File: config.mk
export PLATFORM = sky130hd
export DESIGN_NAME = msix_irq_engine
export DESIGN_NICKNAME = d
export VERILOG_FILES = /design/src/source/msix_pkg.sv /design/src/source/tlp_pkg.sv /design/src/source/msix_irq_engine.sv
export VERILOG_INCLUDE_DIRS = /design/src /design/src/include
export SDC_FILE = /design/constraint.sdc
export NUM_CORES = 1
export LEC_CHECK = 0
export BUFFER_PORTS_ARGS = -buffer_cell sky130_fd_sc_hd__buf_2
export CORE_MARGIN = 2
export CORE_UTILIZATION = 46
export DETAILED_ROUTE_END_ITERATION = 12
export PLACE_DENSITY = 0.88
export SYNTH_ARGS = -nofsm -noshare
export SYNTH_HDL_FRONTEND = slang
export SYNTH_SLANG_ARGS = --single-unit
File: constraint.sdc
create_clock -name clk -period 5.4 [get_ports clk]
set_clock_uncertainty 0.1 [all_clocks]
set_input_delay 1.08 -clock clk [delete_from_list [all_inputs] [get_ports clk]]
set_output_delay 1.08 -clock clk [all_outputs]
set_load 0.02 [all_outputs]
File: src/include/msix_defs.svh
// MSI-X controller sizing and AXI-lite address map constants
`ifndef MSIX_DEFS_SVH
`define MSIX_DEFS_SVH

// vector count and index width
`define MSIX_NUM_VEC        64
`define MSIX_INDEX_W        6
`define MSIX_TBL_WORDS      (2 * `MSIX_NUM_VEC)

// AXI-lite address map
`define MSIX_AXIL_ADDR_W    11
`define MSIX_PBA_SEL_BIT    10  // 0x400 and up is the PBA
`define MSIX_WORD_SEL_BIT   2   // upper half of a 64-bit word
`define MSIX_TBL_WADDR_LSB  3   // entry word address starts here

`endif

File: src/source/msix_pkg.sv
// MSI-X table entry, bus write port and pending bit update types
`include "msix_defs.svh"

package msix_pkg;

    // even table word, message address
    typedef struct packed {
        logic [31:0] addr_hi;   // stored, never sent
        logic [29:0] addr_lo;
        logic [1:0]  rsvd;
    } msix_addr_view_t;

    // odd table word, message data and vector control
    typedef struct packed {
        logic [30:0] rsvd;
        logic        mask;
        logic [31:0] data;
    } msix_ctrl_view_t;

    typedef union packed {
        msix_addr_view_t addr;
        msix_ctrl_view_t ctrl;
    } msix_tbl_word_u;

    typedef struct packed {
        logic [`MSIX_INDEX_W:0] addr;   // {index, odd word}
        logic [7:0]             be;
        logic [63:0]            data;
    } msix_tbl_wr_t;

    typedef struct packed {
        logic                    set;
        logic                    clr;
        logic [`MSIX_INDEX_W-1:0] index;
    } msix_pba_upd_t;

endpackage

File: src/source/tlp_pkg.sv
// PCIe memory-write TLP header and request types
`include "msix_defs.svh"

package tlp_pkg;

    localparam logic [2:0] TLP_FMT_3DW_DATA = 3'b010;
    localparam logic [4:0] TLP_TYPE_MEM     = 5'b00000;

    typedef struct packed {
        // DW0
        logic [2:0]  fmt;
        logic [4:0]  tlp_type;
        logic        rsvd0;     // T9
        logic [2:0]  tc;
        logic [3:0]  rsvd1;     // T8, attr[2], LN, TH
        logic        td;
        logic        ep;
        logic [1:0]  attr;
        logic [1:0]  rsvd2;     // AT
        logic [9:0]  length;
        // DW1
        logic [7:0]  req_bus;
        logic [7:0]  req_devfn;
        logic [7:0]  tag;
        logic [3:0]  last_be;
        logic [3:0]  first_be;
        // DW2
        logic [29:0] addr;      // address[31:2]
        logic [1:0]  rsvd3;     // PH
    } tlp_mwr_hdr_t;

    typedef struct packed {
        tlp_mwr_hdr_t hdr;
        logic [31:0]  data;
    } tlp_mwr_req_t;

endpackage

File: src/source/msix_irq_engine.sv
// MSI-X interrupt engine: request and PBA replay FSM, memory-write TLP output
`timescale 1ns/1ps
`include "msix_defs.svh"

module msix_irq_engine (
    input  logic                       clk,
    input  logic                       rst,

    input  logic                       irq_valid,
    output logic                       irq_ready,
    input  logic [`MSIX_INDEX_W-1:0]   irq_index,

    output logic                       eng_rd_en,
    output logic [`MSIX_INDEX_W:0]     eng_rd_addr,
    input  msix_pkg::msix_tbl_word_u   eng_rd_data,
    input  logic [`MSIX_NUM_VEC-1:0]   pba_word,
    output msix_pkg::msix_pba_upd_t    pba_upd,

    input  logic [7:0]                 bus_num,
    input  logic [7:0]                 func_num,
    input  logic                       msix_enable,
    input  logic                       msix_mask,

    output logic                       tlp_valid,
    input  logic                       tlp_ready,
    output tlp_pkg::tlp_mwr_req_t      tlp_req
);

    import tlp_pkg::*;

    typedef enum logic [1:0] {
        ST_IDLE,
        ST_RD_ADDR,
        ST_RD_CTRL,
        ST_SEND
    } state_t;

    state_t                   state;
    state_t                   state_next;
    logic [`MSIX_INDEX_W-1:0] idx;
    logic [`MSIX_INDEX_W-1:0] idx_next;
    logic [29:0]              vec_addr;
    logic [31:0]              vec_data;
    logic                     en_reg;
    logic                     mask_reg;
    logic                     scan_ok;
    logic                     tlp_busy;
    logic                     tlp_load;
    logic                     irq_ready_next;
    tlp_mwr_hdr_t             hdr;

    assign tlp_busy = tlp_valid && !tlp_ready;
    assign scan_ok  = !irq_valid && en_reg && !mask_reg;

    always_comb begin
        hdr           = '0;
        hdr.fmt       = TLP_FMT_3DW_DATA;
        hdr.tlp_type  = TLP_TYPE_MEM;
        hdr.length    = 10'd1;
        hdr.req_bus   = bus_num;
        hdr.req_devfn = func_num;
        hdr.first_be  = 4'b1111;
        hdr.addr      = vec_addr;
    end

    always_comb begin
        state_next     = state;
        idx_next       = idx;
        eng_rd_en      = 1'b0;
        eng_rd_addr    = {idx, 1'b0};
        pba_upd        = '0;
        pba_upd.index  = idx;
        irq_ready_next = 1'b0;
        tlp_load       = 1'b0;

        case (state)
            ST_IDLE: begin
                if (irq_valid && irq_ready) begin
                    idx_next    = irq_index;
                    eng_rd_en   = 1'b1;
                    eng_rd_addr = {irq_index, 1'b0};
                    state_next  = ST_RD_ADDR;
                end else begin
                    irq_ready_next = !tlp_busy;
                    if (scan_ok && pba_word[idx]) begin
                        irq_ready_next = 1'b0;  // replay this pending vector
                        eng_rd_en      = 1'b1;
                        state_next     = ST_RD_ADDR;
                    end else if (scan_ok && |pba_word) begin
                        idx_next = idx + 1'b1;
                    end
                end
            end
            ST_RD_ADDR: begin
                eng_rd_en   = 1'b1;
                eng_rd_addr = {idx, 1'b1};
                state_next  = ST_RD_CTRL;
            end
            ST_RD_CTRL: begin
                if (en_reg && !mask_reg && !eng_rd_data.ctrl.mask) begin
                    state_next = ST_SEND;
                end else begin
                    pba_upd.set    = 1'b1;
                    idx_next       = idx + 1'b1;    // let the scan move past it
                    irq_ready_next = !tlp_busy;
                    state_next     = ST_IDLE;
                end
            end
            ST_SEND: begin
                if (!tlp_busy) begin
                    tlp_load    = 1'b1;
                    pba_upd.clr = 1'b1;
                    idx_next    = idx + 1'b1;
                    state_next  = ST_IDLE;
                end
            end
            default: state_next = ST_IDLE;
        endcase
    end

    always_ff @(posedge clk) begin
        if (rst) begin
            state     <= ST_IDLE;
            idx       <= '0;
            irq_ready <= 1'b0;
            tlp_valid <= 1'b0;
            en_reg    <= 1'b0;
            mask_reg  <= 1'b0;
        end else begin
            state     <= state_next;
            idx       <= idx_next;
            irq_ready <= irq_ready_next;
            tlp_valid <= tlp_load || tlp_busy;
            en_reg    <= msix_enable;
            mask_reg  <= msix_mask;
        end
    end

    always_ff @(posedge clk) begin
        if (state == ST_RD_ADDR) begin
            vec_addr <= eng_rd_data.addr.addr_lo;
        end
        if (state == ST_RD_CTRL) begin
            vec_data <= eng_rd_data.ctrl.data;
        end
        if (tlp_load) begin
            tlp_req.hdr  <= hdr;
            tlp_req.data <= vec_data;
        end
    end

endmodule

## Word-level counts from Yosys, hierarchy flattened

Index checks and enable logic that the tools add are counted.

- Output and inout bits: 146
- Register bits: 152
- Input port bits: 156

- Equality and inequality tests: 8
- Multiplexer cells: 26
- Add/sub/neg operators: 1
- Order comparisons: 1
- Reductions and logical operators: 19

Operators by type and width:

| cell | number |
|---|---|
| $reduce_or 64->1 | 1 |
| $mux 6 | 5 |
| $pmux 6 s3 | 1 |
| $pmux 7 s2 | 1 |
| $mux 1 | 10 |
| $ne 3x3->1 const B | 3 |
| $logic_and 1x1->1 | 8 |
| $mux 2 | 4 |
| $pmux 2 s4 | 1 |
| $lt 6x7->1 const B | 1 |
| $mux 7 | 1 |
| $add 6x1->6 const B | 1 |
| $bmux 1 s6 | 1 |
| $logic_not 1->1 | 5 |
| $reduce_and 5->1 | 1 |
| $eq 2x2->1 const B | 2 |
| $ne 2x2->1 const B | 2 |
| $pmux 1 s2 | 2 |
| $reduce_bool 3->1 | 1 |
| $eq 2x1->1 const B | 1 |
| $logic_not 2->1 | 1 |
| $reduce_and 2->1 | 1 |
| $logic_or 1x1->1 | 1 |

## Longest topological paths before layout

- Word-level depth: 8
- Depth in mapped cells: 9
- Depth with buffers taken out: 7

## Worst setup path before layout

Ideal clock, no wire load.

- Path type: input-to-output
- Start: in tlp_ready
- End: out pba_upd[6] in the netlist's numbering
- Slack: 0.684 ns
- Arrival time: 3.536 ns
- Stages on the path: 3
- Cell sequence: nand2b_1 and3_1 buf_4

- Cells in the longest elaborated chain, start to end: 4

Ends and longest elaborated chain:

| element | RTL line | text |
|---|---|---|
| from (decl) | msix_irq_engine.sv:25 | `input logic tlp_ready,` |
| $logic_not 1->1 | msix_irq_engine.sv:52 | `assign tlp_busy = tlp_valid && !tlp_ready;` |
| $logic_and 1x1->1 | msix_irq_engine.sv:52 |  |
| $mux 1 (2 in a row) | -- |  |
| to (decl) | msix_irq_engine.sv:17 | `output msix_pkg::msix_pba_upd_t pba_upd,` |

Every way passes these cells.

## Worst setup path after layout

- Start: reg idx[2]
- End: out eng_rd_en

- Cells in the longest elaborated chain, start to end: 6

Ends and longest elaborated chain:

| element | RTL line | text |
|---|---|---|
| from (decl) | msix_irq_engine.sv:40 | `` logic [`MSIX_INDEX_W-1:0] idx; `` |
| from (signal assigned) | msix_irq_engine.sv:131 | `idx <= idx_next;` |
| $bmux 1 s6 | msix_irq_engine.sv:85 | `if (scan_ok && pba_word[idx]) begin` |
| $mux 1 (not written as such) | msix_irq_engine.sv:85 |  |
| $logic_and 1x1->1 | msix_irq_engine.sv:85 |  |
| $mux 1 | msix_irq_engine.sv:85 |  |
| $mux 1 | msix_irq_engine.sv:78 | `if (irq_valid && irq_ready) begin` |
| $pmux 1 s2 | msix_irq_engine.sv:76 | `case (state)` |
| to (decl) | msix_irq_engine.sv:13 | `output logic eng_rd_en,` |

Every way passes these cells. The select of a mux whose other input is x is not followed.

==> summary.md <==
| Metric | Value |
|---|---|
| Total CTS buffers | 17 |
| Setup TNS | 0 ps |
| Vias in the first global route | 3832 |
| CTS resizes | 0 |
| Warning count from the yosys run | 0 |
| Most frequent cells in the layout | buf_2 (220), edfxtp_1 (140), conb_1 (50) |
| H-tree depth | 4 |
| Routed wire length | 13.90 mm |
| Worst EP arrival | 3150 ps |
| Slew HR | 37.24% |
| Unique cell type count in the Yosys netlist | 53 |
| Outcome | completed |
| RSZ-0062 raised after global routing | no |
| Fmax | 0.2311 GHz |
| Die Y | 119.9 microns |
| Design Area, Final | 0.007781 sq mm |
| Slew of the pin with the lowest slew margin | 941.4 ps |
| Layout area overhead | 25.94% |
| All-layer global routing usage | 18.85% |
| Antenna Nets Post-Route | 0 |
| CTS sink count | 152 |
| Global route overflow | 0 |
| Hold Vio Cnt, Final | 0 |
| Via Count | 3895 |
| Fillers | 1002 |
| Commonest non-fill, non-tap cell in the layout | buf_2 |
| Post-CTS Setup Inserts | 0 |
| Final setup viols | 0 |
| Initial Util | 46.84% |
| Max-slew violation count | 0 |
| EDFF count, synth | 140 |
| Vias/cell | 4.981 |
| Leakage power | 0.003070 uW |
| Worst skew pair latency | 410 ps |
| Min Tclk post-route | 4328 ps |
| First-pass GRT wire length | 20.23 mm |
| Fraction of registers with async set/reset | 0% |
| Hold WC Path Type | flop to flop |
| Pwr/cell area | 348.3 mW/mm^2 |
| Synthesized area | 0.006178 sq mm |
| Slowest-stage cell, CP | dfxtp_1 |
| Dpl hpwl | 10.39 mm |
| Critical path type | flop to output pin |
| First-pass DRT Iterations | 4 |
| Sequential element share of the synthesized area | 71.93% |
| Routability cong. | 0.8582 |
| Syn Inst Count | 366 |
| Crit path required time | 4220 ps |
| Clock transition at the registers of the reported paths | 60 ps |
| Top FF cell, synth | edfxtp_1 |
| Crit-path cells | mux4_1, mux2i_1, a311o_1, or3b_1, and3_1, a21oi_1, buf_2 |
| DR DRC count | 0 |
| Largest net degree at the start of global routing | 78 |
| Worst setup EP type | output pin |
| Max Root-Sink Buffers | 2 |
| CTS root buffer | clkbuf_16 |
| Worst-path fanout max | 22 |
| CTS Hold Bufs | 0 |
| Die footprint | 0.01437 sq mm |
| Mean Syn Cell Area | 16.88 sq um |
| Final period util | 80.14% |
| # nets final | 749 |
| Layout cells sized above 1 | 46.12% |
| PortBufs | 220 |
| Most flops, register | tlp_req |
| Routed length per placed instance | 17.77 microns |
| Ports | 302 |
| Placed Instance Area | 0.007191 sq mm |
| Worst VDD drop | 0.0002232 V |
| Hold WS | 313.6 ps |
| CTS tree | built |
| Die Width | 119.9 microns |
| Drt first-iter violations | 246 |
| Core box area | 0.01319 sq mm |
| Setup crit start kind | flop |
| Max reg flops | 78 |
| Max-capacitance violation count | 0 |
| Site Rows | 42 |
| Flop and latch count out of synthesis | 152 |
| Largest regs | tlp_req: 78 flops, vec_data: 32 flops, vec_addr: 30 flops |
| Crit-path max cell delay | 920 ps |
| Initial antenna violation count | 2 |
==> where the power goes <==
group | switching, uW | internal [uW]
Sequential | 24.9 | 1310
Combinational | 139 | 99.3
Clock | 483 | 654
==> cell usage after synthesis, types with 4 or more instances <==
library cell | n | share of area (%)
edfxtp_1 | 140 | 68
nand4_1 | 7 | 0.71
buf_4 | 53 | 6.4
a21oi_1 | 8 | 0.65
nor3_1 | 4 | 0.32
nor2b_1 | 4 | 0.40
mux4_2 | 9 | 3.3
o21ai_0 | 7 | 0.57
mux2i_1 | 8 | 1.3
clkbuf_8 | 4 | 0.89
nor4_1 | 18 | 1.8
a32o_1 | 4 | 0.65
dfxtp_1 | 12 | 3.9
nand2_1 | 16 | 0.97
nor2_1 | 12 | 0.73
inv_1 | 7 | 0.43
mux4_1 | 5 | 2.1
==> cell type report <==
cell class              count  area [sq um]  area share [%]
repair buffers            224          1131           14.54
diodes                      1         2.502         0.03216
clock buffers              17         425.4           5.467
inverters                   7         26.28          0.3377
clock inverters            15         162.7           2.090
well taps                 176         220.2           2.830
multi-input cells         190          1369           17.59
flip-flops and latches    152          4444           57.12
==> cells by family (layout without fill, tap and decap cells) <==
kind of cell	Yosys count	in the layout	share of synthesized area, %
flip-flops	152	152	71.93
multiplexers	25	25	7.311
adder cells (fa/ha/maj)	1	1	0.2025
buffers and inverters	72	263	9.153
AND/OR/NAND/NOR	78	78	6.987
AO/OA/AOI/OAI	36	36	4.293
other	2	51	0.1216
==> worst max-delay path, delay by kind of cell (launching register included) <==
kind / cells / cell delay [ps]
compound gates: 2 / 530
simple gates: 2 / 600
buf+inv: 1 / 190
mux: 2 / 490
flops: 1 / 920
==> metrics by stage <==
step	total power [uW]	cells	util, %	setup slack (ps)
5_1_grt	2805	781	58.97	970.5
3_5_place_dp	1597	749	54.52	1217
2_1_floorplan	1539	414	-	684.0
6_report	2711	782	58.99	1072
4_1_cts	2735	781	58.97	1077
3_3_place_gp	1589	749	54.52	1240
==> final timing paths <==
| path | cells past startpoint | slack, ps | end | startpoint |
|---|---|---|---|---|
| max | 7 | 1070 | eng_rd_en | idx[2]$_SDFFE_PP0P_ |
| min | 0 | 310 | tlp_req[43]$_DFFE_PP_ | vec_addr[9]$_DFFE_PN_ |
| max reg2reg | 8 | 2350 | idx[5]$_SDFFE_PP0P_ | idx[0]$_SDFFE_PP0P_ |
| min reg2reg | 0 | 310 | tlp_req[43]$_DFFE_PP_ | vec_addr[9]$_DFFE_PN_ |
==> per-layer routing <==
metal / vias to the layer above / track usage, % / share of wire [%]
li1: 1787 / - / -
met1: 1862 / 20.63 / 37
met2: 230 / 34.79 / 54
met3: 14 / 5.846 / 8.5
met4: 2 / 5.882 / 1.1
met5: - / 0 / 0.094
Note: power is estimated with default switching activity, not from simulation.
